[config.mk]
export PLATFORM = sky130hd
export DESIGN_NAME = pcie_ep_top
export DESIGN_NICKNAME = d
export VERILOG_FILES = /design/src/pcie_ep_pkg.sv /design/src/ast_loopback.sv /design/src/pcie_ep_top.sv /design/src/pcie_reset_seq.sv /design/src/tl_cfg_sample.sv
export SDC_FILE = /design/constraint.sdc
export NUM_CORES = 1
export LEC_CHECK = 0
export BUFFER_PORTS_ARGS = -buffer_cell sky130_fd_sc_hd__buf_2
export CORE_MARGIN = 2
export CORE_UTILIZATION = 42
export CTS_CLUSTER_SIZE = 16
export DETAILED_ROUTE_END_ITERATION = 8
export PLACE_DENSITY_LB_ADDON = 0.25
export RECOVER_POWER = 100
export SYNTH_ARGS = -nofsm -noshare
export SYNTH_HDL_FRONTEND = slang
export SYNTH_SLANG_ARGS = --single-unit
[constraint.sdc]
create_clock -name pld_clk -period 2.6 [get_ports pld_clk]
set_clock_uncertainty 0.05 [all_clocks]
set_input_delay 0.52 -clock pld_clk [delete_from_list [all_inputs] [get_ports pld_clk]]
set_output_delay 0.52 -clock pld_clk [all_outputs]
set_load 0.02 [all_outputs]
[src/pcie_ep_pkg.sv]
//******************************
// shared widths, codes and the stream beat type
// LTSSM and tl_cfg_add codes follow the hard IP encoding
//******************************

package pcie_ep_pkg;

   // stream payload
   typedef logic [63:0] data_t;
   typedef logic        empty_t;

   // link and configuration side
   typedef logic [4:0]  ltssm_t;
   typedef logic [3:0]  cfg_addr_t;
   typedef logic [31:0] cfg_ctl_t;
   typedef logic [12:0] busdev_t;

   // one Avalon-ST beat, valid travels beside it
   typedef struct packed {
      data_t  data;
      logic   sop;
      logic   eop;
      empty_t empty;
      logic   err;
   } ast_beat_t;

   localparam ltssm_t ltssm_l0 = 5'h0F;

   // tl_cfg_add selectors
   localparam cfg_addr_t cfg_addr_prmcsr = 4'h3;
   localparam cfg_addr_t cfg_addr_busdev = 4'hF;

   // bus master enable within the command register
   localparam int unsigned bus_master_bit = 2;

   // reset sequencing timing, in pld_clk cycles
   localparam int unsigned l0_stable_cycles = 16;
   localparam int unsigned rst_hold_cycles  = 8;

   typedef enum logic [1:0] {
      rs_hold,
      rs_wait_l0,
      rs_run
   } rst_state_t;

endpackage

[src/ast_loopback.sv]
//******************************
// both stages stall together on tx_ready low
// rx is refused until bus master is enabled
//******************************

module ast_loopback (
   input  logic                   pld_clk,
   input  logic                   npor,
   input  logic                   app_rstn,
   input  logic                   bus_master_en,
   input  pcie_ep_pkg::ast_beat_t rx_beat,
   input  logic                   rx_valid,
   input  logic                   tx_ready,
   output logic                   rx_ready,
   output pcie_ep_pkg::ast_beat_t tx_beat,
   output logic                   tx_valid
);
   import pcie_ep_pkg::*;

   ast_beat_t stage1;
   ast_beat_t stage2;
   logic      valid1;
   logic      valid2;
   logic      advance;
   logic      take;

   // stage 2 drains exactly when the pipe moves
   assign advance  = tx_ready;
   assign rx_ready = tx_ready && bus_master_en && app_rstn;
   assign take     = rx_valid && rx_ready;

   always_ff @(posedge pld_clk or negedge npor) begin
      if (!npor) begin
         valid1 <= 1'b0;
         valid2 <= 1'b0;
      end else if (!app_rstn) begin
         valid1 <= 1'b0;
         valid2 <= 1'b0;
      end else if (advance) begin
         valid1 <= take;
         valid2 <= valid1;
      end
   end

   // payload follows the valid bits
   always_ff @(posedge pld_clk) begin
      if (advance) begin
         stage1 <= rx_beat;
         stage2 <= stage1;
      end
   end

   assign tx_beat  = stage2;
   assign tx_valid = valid2;

endmodule

[src/pcie_ep_top.sv]
//******************************
// 64-bit Avalon-ST application side
// tx holds contents while tx_st_ready is low
//******************************

module pcie_ep_top (
   input  logic                   pld_clk,
   input  logic                   npor,
   input  logic                   rc_pll_locked,
   input  pcie_ep_pkg::ltssm_t    ltssmstate,
   input  logic                   dlup_exit,
   input  logic                   hotrst_exit,
   input  logic                   l2_exit,
   input  pcie_ep_pkg::cfg_addr_t tl_cfg_add,
   input  pcie_ep_pkg::cfg_ctl_t  tl_cfg_ctl,
   input  pcie_ep_pkg::data_t     rx_st_data,
   input  logic                   rx_st_sop,
   input  logic                   rx_st_eop,
   input  pcie_ep_pkg::empty_t    rx_st_empty,
   input  logic                   rx_st_err,
   input  logic                   rx_st_valid,
   input  logic                   tx_st_ready,
   output logic                   app_rstn,
   output logic                   crst,
   output logic                   srst,
   output pcie_ep_pkg::busdev_t   cfg_busdev,
   output logic                   rx_st_ready,
   output pcie_ep_pkg::data_t     tx_st_data,
   output logic                   tx_st_sop,
   output logic                   tx_st_eop,
   output pcie_ep_pkg::empty_t    tx_st_empty,
   output logic                   tx_st_err,
   output logic                   tx_st_valid
);
   import pcie_ep_pkg::*;

   ast_beat_t rx_beat;
   ast_beat_t tx_beat;
   logic      bus_master_en;

   assign rx_beat = '{data:  rx_st_data,
                      sop:   rx_st_sop,
                      eop:   rx_st_eop,
                      empty: rx_st_empty,
                      err:   rx_st_err};

   pcie_reset_seq rs_hip (
      .pld_clk       (pld_clk),
      .npor          (npor),
      .rc_pll_locked (rc_pll_locked),
      .ltssmstate    (ltssmstate),
      .dlup_exit     (dlup_exit),
      .hotrst_exit   (hotrst_exit),
      .l2_exit       (l2_exit),
      .app_rstn      (app_rstn),
      .crst          (crst),
      .srst          (srst)
   );

   tl_cfg_sample cfgbus (
      .pld_clk       (pld_clk),
      .npor          (npor),
      .app_rstn      (app_rstn),
      .tl_cfg_add    (tl_cfg_add),
      .tl_cfg_ctl    (tl_cfg_ctl),
      .cfg_busdev    (cfg_busdev),
      .bus_master_en (bus_master_en)
   );

   ast_loopback app (
      .pld_clk       (pld_clk),
      .npor          (npor),
      .app_rstn      (app_rstn),
      .bus_master_en (bus_master_en),
      .rx_beat       (rx_beat),
      .rx_valid      (rx_st_valid),
      .tx_ready      (tx_st_ready),
      .rx_ready      (rx_st_ready),
      .tx_beat       (tx_beat),
      .tx_valid      (tx_st_valid)
   );

   // flat tx ports from the beat struct
   assign tx_st_data  = tx_beat.data;
   assign tx_st_sop   = tx_beat.sop;
   assign tx_st_eop   = tx_beat.eop;
   assign tx_st_empty = tx_beat.empty;
   assign tx_st_err   = tx_beat.err;

endmodule

[src/pcie_reset_seq.sv]
//******************************
// exit pulses are active low and sampled on pld_clk
// L0 stability count restarts once the crst/srst hold ends
//******************************

module pcie_reset_seq (
   input  logic                pld_clk,
   input  logic                npor,
   input  logic                rc_pll_locked,
   input  pcie_ep_pkg::ltssm_t ltssmstate,
   input  logic                dlup_exit,
   input  logic                hotrst_exit,
   input  logic                l2_exit,
   output logic                app_rstn,
   output logic                crst,
   output logic                srst
);
   import pcie_ep_pkg::*;

   typedef logic [$clog2(rst_hold_cycles)-1:0]    hold_cnt_t;
   typedef logic [$clog2(l0_stable_cycles+1)-1:0] l0_cnt_t;

   rst_state_t state;
   hold_cnt_t  hold_cnt;
   l0_cnt_t    l0_cnt;
   logic       rst_req;
   logic       exit_evt;
   logic       in_l0;
   logic       l0_stable;

   assign exit_evt  = !dlup_exit || !hotrst_exit || !l2_exit;
   assign in_l0     = (ltssmstate == ltssm_l0);
   assign l0_stable = (l0_cnt == l0_cnt_t'(l0_stable_cycles));

   always_ff @(posedge pld_clk or negedge npor) begin
      if (!npor) begin
         state    <= rs_hold;
         hold_cnt <= hold_cnt_t'(rst_hold_cycles - 1);
         l0_cnt   <= '0;
         rst_req  <= 1'b1;
         app_rstn <= 1'b0;
      end else if (!rc_pll_locked || exit_evt) begin
         // pll loss behaves like power-on, an exit pulse restarts the hold
         state    <= rs_hold;
         hold_cnt <= hold_cnt_t'(rst_hold_cycles - 1);
         l0_cnt   <= '0;
         rst_req  <= 1'b1;
         app_rstn <= 1'b0;
      end else begin
         case (state)
            rs_hold: begin
               l0_cnt <= '0;
               if (hold_cnt == '0) begin
                  state   <= rs_wait_l0;
                  rst_req <= 1'b0;
               end else begin
                  hold_cnt <= hold_cnt - 1'b1;
               end
            end
            rs_wait_l0: begin
               if (!in_l0) begin
                  l0_cnt <= '0;
               end else if (l0_stable) begin
                  state    <= rs_run;
                  app_rstn <= 1'b1;
               end else begin
                  l0_cnt <= l0_cnt + 1'b1;
               end
            end
            rs_run: begin
               // link dropped out of L0
               if (!in_l0) begin
                  state    <= rs_wait_l0;
                  l0_cnt   <= '0;
                  app_rstn <= 1'b0;
               end
            end
            default: begin
               state <= rs_hold;
            end
         endcase
      end
   end

   // core and sticky requests always move together
   assign crst = rst_req;
   assign srst = rst_req;

endmodule

[src/tl_cfg_sample.sv]
//******************************
// tl_cfg_ctl is taken only once tl_cfg_add is seen twice
// only busdev and bus master enable are kept
//******************************

module tl_cfg_sample (
   input  logic                   pld_clk,
   input  logic                   npor,
   input  logic                   app_rstn,
   input  pcie_ep_pkg::cfg_addr_t tl_cfg_add,
   input  pcie_ep_pkg::cfg_ctl_t  tl_cfg_ctl,
   output pcie_ep_pkg::busdev_t   cfg_busdev,
   output logic                   bus_master_en
);
   import pcie_ep_pkg::*;

   cfg_addr_t add_q;
   logic      add_stable;

   // address seen on the previous edge
   always_ff @(posedge pld_clk or negedge npor) begin
      if (!npor) begin
         add_q <= '0;
      end else begin
         add_q <= tl_cfg_add;
      end
   end

   // ctl word settles while the address is held
   assign add_stable = (tl_cfg_add == add_q);

   always_ff @(posedge pld_clk or negedge npor) begin
      if (!npor) begin
         cfg_busdev    <= '0;
         bus_master_en <= 1'b0;
      end else if (!app_rstn) begin
         cfg_busdev    <= '0;
         bus_master_en <= 1'b0;
      end else if (add_stable) begin
         case (tl_cfg_add)
            cfg_addr_busdev: begin
               cfg_busdev <= tl_cfg_ctl[$bits(busdev_t)-1:0];
            end
            cfg_addr_prmcsr: begin
               // command register, bus master bit only
               bus_master_en <= tl_cfg_ctl[bus_master_bit];
            end
            default: begin
            end
         endcase
      end
   end

endmodule

Yosys cells after proc, flatten, opt, wreduce, memory -nomap -nowiden --
Cells that the tools add are included. W data, S select, Z words.
Word-level totals: register bits after elaboration 168, bits of input ports 117, word-level logic and storage cells 94
Cells by class: $add $sub $neg 2, equal/unequal tests 17, muxes and demuxes 32, reductions and logical operators 23
Operators with widths (number):
- $mux W13 | 3
- $mux W5 | 4
- $pmux W5 S3 | 1
- $mux W1 | 14
- $mux W2 | 5
- $mux W3 | 3
- $ne A3 B1 Y1 const B | 3
- $ne A2 B1 Y1 const B | 4
- $reduce_and A2 Y1 | 4
- $reduce_and A4 Y1 | 2
- $pmux W2 S3 | 1
- $add A5 B1 Y5 const B | 1
- $eq A5 B4 Y1 const B | 1
- $eq A5 B5 Y1 const B | 1
- $eq A4 B2 Y1 const B | 1
- $eq A4 B4 Y1 | 1
- $eq A4 B4 Y1 const B | 1
- $logic_not A1 Y1 | 4
- $ne A4 B4 Y1 const B | 1
- $reduce_bool A2 Y1 | 2
- $reduce_bool A4 Y1 | 1
- $logic_and A1 B1 Y1 | 3
- $logic_not A3 Y1 | 1
- $logic_or A1 B1 Y1 | 3
- other kinds (9) | 9

Depth between registers and ports, before layout --
Gate-level depths: netlist of the first run.
depth in word-level cells 6, mapped depth 6, gate-level depth less buffers 6

Hierarchy --
A second synthesis of the first run with hierarchy kept.
Second synthesis, totals: cell total of the unflattened synthesis 286, area total of the unflattened synthesis 5686.7 µm²
By module, submodules not included:
- ast_loopback | instances 1, cells each 144, area an instance 4175.3 µm², seq. area each 4134.0 µm²
- tl_cfg_sample | instances 1, cells each 67, area an instance 764.5 µm², seq. area each 450.4 µm²
- pcie_reset_seq | instances 1, cells each 75, area an instance 747.0 µm², seq. area each 305.3 µm²

Least setup slack after synthesis of the first run --
OpenSTA, ideal clock, no wires.
path kind input to register, start input tl_cfg_add[1], end register cfgbus.cfg_busdev[10], library setup time 0.120 ns, arrival time 1.405 ns, path slack 1.025 ns, stages on the path 5, buffers on the path 1, cells stage by stage nand4_1 -> nor3_4 -> buf_8 -> mux2i_1 -> nor2b_1
On the way: word-level cells in the longest chain between the ends 3, elaborated cells on any way between the ends 5, those cells by class eq/ne (4); reduce/logical (1)
Ends and longest elaborated chain:
- from (decl) | RTL line pcie_ep_top.sv:14 | input pcie_ep_pkg::cfg_addr_t tl_cfg_add,
- $eq A4 B4 Y1 (on tied branches) | RTL line tl_cfg_sample.sv:30, tl_cfg_sample.sv:40
- $ne A2 B1 Y1 (no line)
- $reduce_and A2 Y1 (no line) *
- to (signal assigned) | RTL line tl_cfg_sample.sv:42 | cfg_busdev <= tl_cfg_ctl[$bits(busdev_t)-1:0];
- to (decl) | RTL line tl_cfg_sample.sv:12 | output pcie_ep_pkg::busdev_t cfg_busdev,
Every way passes the cells marked *; elsewhere a longest branch is shown, timed or not. A chain may end at the register's enable or synchronous reset.

Worst setup path in the final report of the first run --
start register rs_hip.app_rstn, end output rx_st_ready
On the way: word-level cells in the longest chain between the ends 1
Ends and longest elaborated chain:
- from (decl) | RTL line pcie_reset_seq.sv:14 | output logic app_rstn,
- from (signal assigned) | RTL line pcie_reset_seq.sv:41 | app_rstn <= 1'b0;
- from (signal assigned) | RTL line pcie_reset_seq.sv:48 | app_rstn <= 1'b0;
- from (signal assigned) | RTL line pcie_reset_seq.sv:65 | app_rstn <= 1'b1;
- $logic_and A1 B1 Y1 | RTL line ast_loopback.sv:29 | assign rx_ready = tx_ready && bus_master_en && app_rstn;
- to (decl) | RTL line pcie_ep_top.sv:27 | output logic rx_st_ready,
No other way between the ends.

==> results of run 1 <==
==> cells by family (layout without fill, tap and decap cells) <==
group	after synthesis	count (layout)	synth area share (%)
AND/OR/NAND/NOR	54	54	5.99
buffers and inverters	15	227	1.27
XOR/XNOR	3	3	0.459
multiplexers	17	17	2.97
AO/OA/AOI/OAI	15	15	2.08
adder cells (fa/ha/maj)	8	8	1.75
flip-flops	168	168	85.5
==> path summary, 6_finish.rpt <==
check                                start                    to  slack (ns)  depth (start not counted)
max                        rs_hip.app_rstn           rx_st_ready        0.49                          2
min                          tl_cfg_add[0]       cfgbus.add_q[0]        0.18                          1
max reg2reg                cfgbus.add_q[3]  cfgbus.cfg_busdev[8]        0.68                          5
min reg2reg                 app.stage1[32]       app.tx_beat[32]        0.36                          0
max in group asynchronous             npor       cfgbus.add_q[0]        0.98                          1
min in group asynchronous             npor  cfgbus.cfg_busdev[1]        0.51                          1
==> power by group <==
group          switching, mW  total [mW]  internal (mW)  leakage (nW)
logic                  0.200       0.283         0.0822         0.708
clock network          0.969        2.47           1.50         0.279
registers             0.0396        3.15           3.11          1.76
total                   1.21        5.90           4.69          2.74
==> flip-flops by register name (all words and copies together), names as in the netlist <==
register and flops:
app.tx_valid 1, rs_hip.state 2, app.tx_beat 68, app.stage1 68
cfgbus.bus_master_en 1, app.valid1 1, rs_hip.hold_cnt 3, cfgbus.cfg_busdev 13
rs_hip.l0_cnt 5, rs_hip.app_rstn 1, rs_hip.crst 1, cfgbus.add_q 4
==> through the flow <==
stage / power, mW / std cells / cell area, sq um / hold WS, ns
2_1_floorplan: 3.30 / 280 / 5720 / 0.174
3_3_place_gp: 3.49 / 637 / 6860 / 0.351
3_5_place_dp: 3.51 / 637 / 6860 / 0.355
4_1_cts: 5.98 / 668 / 7440 / 0.121
5_1_grt: 6.11 / 668 / 7300 / 0.170
6_report: 5.90 / 668 / 7300 / 0.184
==> per-layer routing <==
metal  up-vias  part of all wire [%]
met1      1503                    42
met2       143                    47
met5         -                     0
met3        15                   9.4
met4         0                   1.4
li1       1459                     -
==> final cells by class <==
cell class | count | share of cell area (%)
sequential | 168 | 67.0
timing repair buffer | 185 | 11.2
multi-input combinational | 97 | 10.3
clock buffer | 18 | 5.88
tap | 176 | 3.02
clock inverter | 13 | 2.09
inverter | 11 | 0.565
==> cell usage after synthesis (2+ instances only) <==
library cell	number	area [sq um]
and3_1	2	12.5
nor3_1	2	10.0
nor2b_1	15	93.8
dfrtp_1	28	701
inv_1	11	41.3
nand2_1	10	37.5
o221ai_1	2	17.5
dfstp_2	4	105
a31oi_1	2	12.5
nor2_1	3	11.3
nand2b_1	4	25.0
nand3_1	7	35.0
o211ai_1	2	15.0
xor2_1	2	17.5
mux2i_1	17	170
edfxtp_1	136	4080
ha_1	8	100
==> worst reg2reg max path: cells and delay by family (launching register included) <==
kind | cells | cell delay (ns)
flops | 1 | 0.37
buf+inv | 1 | 0.68
xor+xnor | 1 | 0.20
mux | 1 | 0.27
simple gates | 2 | 0.23
==> key figures, run 1 <==
Outcome
  – Status: complete, but fails checks
  – Failing checks: capacitance limit, slew limit

Synth
  – Syn Nets: 405
  – Synthesized area: 5720 sq um
  – Avg Cell Area, Syn: about 20 sq um
  – Post-Syn Instances: 280
  – Synth Register Bits: about 170
  – Yosys warns: 0
  – Top_reg_cell synth: edfxtp_1
  – Distinct cells, synth: 42
  – Seq/Total Area, Yosys: 85.5%
  – Share of synthesized registers carrying an async set or reset: 19.0%
  – Number of enable flip-flop cells after synthesis: between 100 and 150

Routing
  – Via count: 3120
  – Routed WL: between 10 and 15 mm
  – DRT Pass-1 Iters: 4
  – WL/cell: 15.3 um
  – DRT iter0 DRCs: between 150 and 200
  – Vias/cell: 4.67
  – Drt drc: 0
  – Antenna viol nets, final: 0

Global routing
  – Vias in the first global route: 3196
  – Pin count of the biggest net entering global routing: 116
  – Grt peak-use layer: met2
  – Total gr overflow: 0
  – Initial antenna violation count: 1
  – GRT Total Usage: 14.7%
  – Global-route met3 utilization: 6.65%
  – First-pass GRT wire length: approximately 16 mm
  – M2 GR Usage: 23.0%
  – Met1 Use GR: 18.1%

Floorplanning
  – FP Rows: 42
  – Boundary Pins: 203
  – Die Span Y: 121 um
  – Die Wd: 121 um
  – Initial Util: 43.0%
  – Die ar.: 14600 sq um
  – Core footprint: 13300 sq um

Cells and area
  – Fillers: 1096
  – Area Overhead vs Synth: 27.7%
  – N_diodes: 0
  – Multi-input gate area: ~750 sq um
  – Reg area: 4890 sq um
  – Layout net count: between 600 and 700
  – Post-layout util: 54.9%
  – Most common cell after layout, fill and taps aside: edfxtp_1
  – Most frequent cells in the layout: 136 x edfxtp_1, 94 x clkbuf_1, 90 x buf_2, 28 x dfrtp_1
  – Fraction of layout cells with a size suffix above 1: 25.8%

STA
  – Setup WS post-layout: 0.491 ns
  – Worst Max-Slew Pin Slew: between 1.5 and 2 ns
  – Period utilization: approximately 81%
  – Fmax: 474 MHz
  – Setup TNS: 0 ns
  – Slew Viols, Final: 59
  – Unrepaired setup endpoints after global routing: false
  – Final Hold Fails: 0
  – Rel. slew slack: -16.2%
  – Setup Viol. Count Final: 0
  – Post-layout minimum cycle time: 2.11 ns

Run
  – Max-Cap Viols: 1

CTS
  – CTS Root Cell: clkbuf_16
  – Clock sinks: 168
  – PostCTS Resize Cnt: 0
  – H-tree Lvls: 4
  – Inserted Clock Buffers: 17
  – CTS tree: done
  – Worst-Skew Late Latency: 0.41 ns
  – Clock Path Buffers: 2
  – CTS Hold Bufs: 0
  – Setup bufs post-CTS: 0
  – Clock transition at path regs: 0.06 ns

Placement
  – Pre-CTS setup slack: 0.839 ns
  – PortBufs: ~180
  – GPL Wtd Cong: between 0.7 and 0.8
  – DPL Wire Length: roughly 6.9 mm

Min path
  – Worst min path class: in -> reg

Worst setup path
  – CP arrival: 1.54 ns
  – CP Data Required Time: ~2.0 ns
  – Slowest CP cell: dfrtp_1
  – CP Class: reg -> out
  – CP top delay family: flip-flops
  – Largest stage delay, worst path: 0.64 ns
  – Crit-path max FO: 19
  – CP endpoint kind: output pin
  – CP bufs+invs: 1
  – Startpoint types: flip-flop
  – Crit path cell chain: and3_1 -> clkbuf_1

Power and ir drop
  – VDD IR max: 424 uV
  – Power per standard cell area: 807 nW/um^2
  – Static Leak: 2.74 nW
Note: power is estimated with default switching activity, not from simulation.
==> run 2, diff against run 1 <==
clock period = 2.1 ns   (was 2.6 ns; I/O delays follow)
==> key figures, run 2 (synthesized netlist as in run 1, its figures left out) <==
CTS
  – PostCTS Resize Cnt: 0
  – Setup bufs post-CTS: 0
  – Clock sinks: around 170
  – Clock Path Buffers: 2
  – CTS Hold Bufs: 0
  – Clock transition at path regs: 0.06 ns
  – H-tree Lvls: 4
  – CTS Root Cell: clkbuf_16
  – Worst-Skew Late Latency: 0.42 ns
  – CTS tree: done
  – Inserted Clock Buffers: 17

Global routing
  – Pin count of the biggest net entering global routing: 76
  – Initial antenna violation count: 2
  – GRT Total Usage: 14.7%
  – First-pass GRT wire length: 15.8 mm
  – Total gr overflow: 0
  – Vias in the first global route: 3104

Power and ir drop
  – VDD IR max: around 500 uV
  – NetSw: 1.50 mW
  – Comb pwr share: under 10%
  – Power per standard cell area: 997 nW/um^2
  – Switching Share: around a fifth
  – Static Leak: 2.75 nW
  – Clk network pwr share: 41.8%
  – Internal: 5.80 mW
  – Sequential power share: between 50% and 60%

Run
  – Max-Cap Viols: 1

Routing
  – Drt drc: 0
  – WL/cell: 15.3 um
  – Via count: 3092
  – DR top layer: met4
  – Vias/cell: 4.59
  – Antenna viol nets, final: 0
  – DRT iter0 DRCs: 160
  – Routed WL: about 10 mm
  – Met1 wire length: 4.41 mm
  – DRT Pass-1 Iters: 4
  – Met2 WL post-DR: 4.84 mm
  – Met3 wire length: 905 um

STA
  – Final Hold Fails: 0
  – Setup Viol. Count Final: 0
  – Unrepaired setup endpoints after global routing: false
  – Setup TNS: 0 ns
  – Period utilization: 92.4%
  – Post-layout minimum cycle time: 1.94 ns
  – Fmax: 515 MHz
  – Slew Viols, Final: 33
  – Worst hold slack: 0.0751 ns
  – Worst Max-Slew Pin Slew: between 1.5 and 2 ns
  – Rel. slew slack: -13.3%

Cells and area
  – Fillers: 1105
  – Fraction of layout cells with a size suffix above 1: a little over a quarter
  – Layout net count: 607
  – Most frequent cells in the layout: 136 x edfxtp_1, 92 x buf_2, 91 x clkbuf_1, 28 x dfrtp_1
  – Post-layout util: between 50% and 60%
  – Most common cell after layout, fill and taps aside: edfxtp_1
  – Area Overhead vs Synth: 27.9%
  – Reg area: just under 5000 sq um
  – Multi-input gate area: around 750 sq um
  – Final instance area: 7320 sq um

Outcome
  – Status: complete, but fails checks
  – Failing checks: capacitance limit, slew limit

Min path
  – Hold endpoint: cfgbus.add_q[0]
  – Worst min path class: in -> reg
  – Worst Hold Path Cells: 1
  – Worst hold start: tl_cfg_add[0]

Floorplanning
  – Boundary Pins: just over 200
  – Initial Util: 43.0%
  – Core footprint: 13300 sq um
  – Die Span Y: 121 um
  – FP Rows: 42
  – Die Wd: ~120 um
  – Die ar.: 14600 sq um

Worst setup path
  – CP endpoint kind: output pin
  – Startpoint types: flip-flop
  – CP Class: reg -> out
  – Crit path cell chain: and3_1 -> clkbuf_2
  – R2R cell count: 6
  – Worst r2r src: rs_hip.state[1]
  – Largest stage delay, worst path: about 0.64 ns
  – Slowest CP cell: dfrtp_1
  – CP Data Required Time: 1.63 ns
  – R2R Setup Slk: 0.23 ns
  – CP arrival: 1.47 ns
  – Crit-path max FO: 19
  – Reg-to-reg endpoint: rs_hip.l0_cnt[4]

Placement
  – Placement Cell Area: between 6000 and 7000 sq um
  – DPL Wire Length: around 7.1 mm
  – PortBufs: roughly 180
  – GPL Wtd Cong: 0.731
[run 2: cell count changes in the layout (fill, tap and decap cells not counted), moves of 2 or more]
| cell | before | now |
|---|---|---|
| buf_2 | 90 | 92 |
| clkbuf_1 | 94 | 91 |
| clkbuf_2 | 0 | 4 |
| clkinv_1 | 3 | 5 |
| diode_2 | 0 | 3 |
[run 2: power groups by stage]
stage,logic [mW],clock network [mW],registers [mW]
5_1_grt,0.380,3.26,3.91
4_1_cts,0.389,3.14,3.89
2_1_floorplan,0.0145,0,4.07
3_5_place_dp,0.386,0,3.96
6_report,0.351,3.05,3.89
3_3_place_gp,0.377,0,3.95
[run 2: worst max path at each step]
stage / startpoint / end / slack [ns] / cells after the start
6_report: rs_hip.app_rstn / rx_st_ready / 0.16 / 2
5_1_grt: rs_hip.app_rstn / rx_st_ready / 0.05 / 2
4_1_cts: rs_hip.app_rstn / rx_st_ready / 0.12 / 2
3_5_place_dp: rs_hip.state[1] / rs_hip.l0_cnt[4] / 0.36 / 6
3_3_place_gp: rs_hip.state[1] / rs_hip.l0_cnt[3] / 0.45 / 6
2_1_floorplan: rs_hip.state[1] / rs_hip.l0_cnt[3] / 0.59 / 6
[run 2: routing by layer]
| metal | vias up | GRT usage (%) |
|---|---|---|
| met4 | 0 | 5.96 |
| met2 | 133 | 21.9 |
| li1 | 1468 | - |
| met1 | 1476 | 18.7 |
| met3 | 15 | 6.60 |
| met5 | - | 0 |
[run 2: layout make-up]
type | count | area share, %
Antenna cell | 3 | 0.103
Clock buffer | 18 | 5.87
Clock inverter | 14 | 2.09
Inverter | 11 | 0.564
Multi-Input combinational cell | 97 | 10.2
Sequential cell | 168 | 66.8
Tap cell | 176 | 3.01
Timing Repair Buffer | 187 | 11.3
[run 2: through the flow]
stage	instances	power (mW)	setup slack (ns)
global route	672	7.56	0.0473
global placement	639	4.32	0.455
CTS	671	7.42	0.117
detailed placement	639	4.34	0.362
floorplan	280	4.08	0.592
finish	674	7.30	0.160
[run 2: critical path: cells and delay by family (launching register included)]
family,cells,cell delay (ns)
buffers and inverters,1,0.17
DFF,1,0.64
and+or+nand+nor,1,0.24
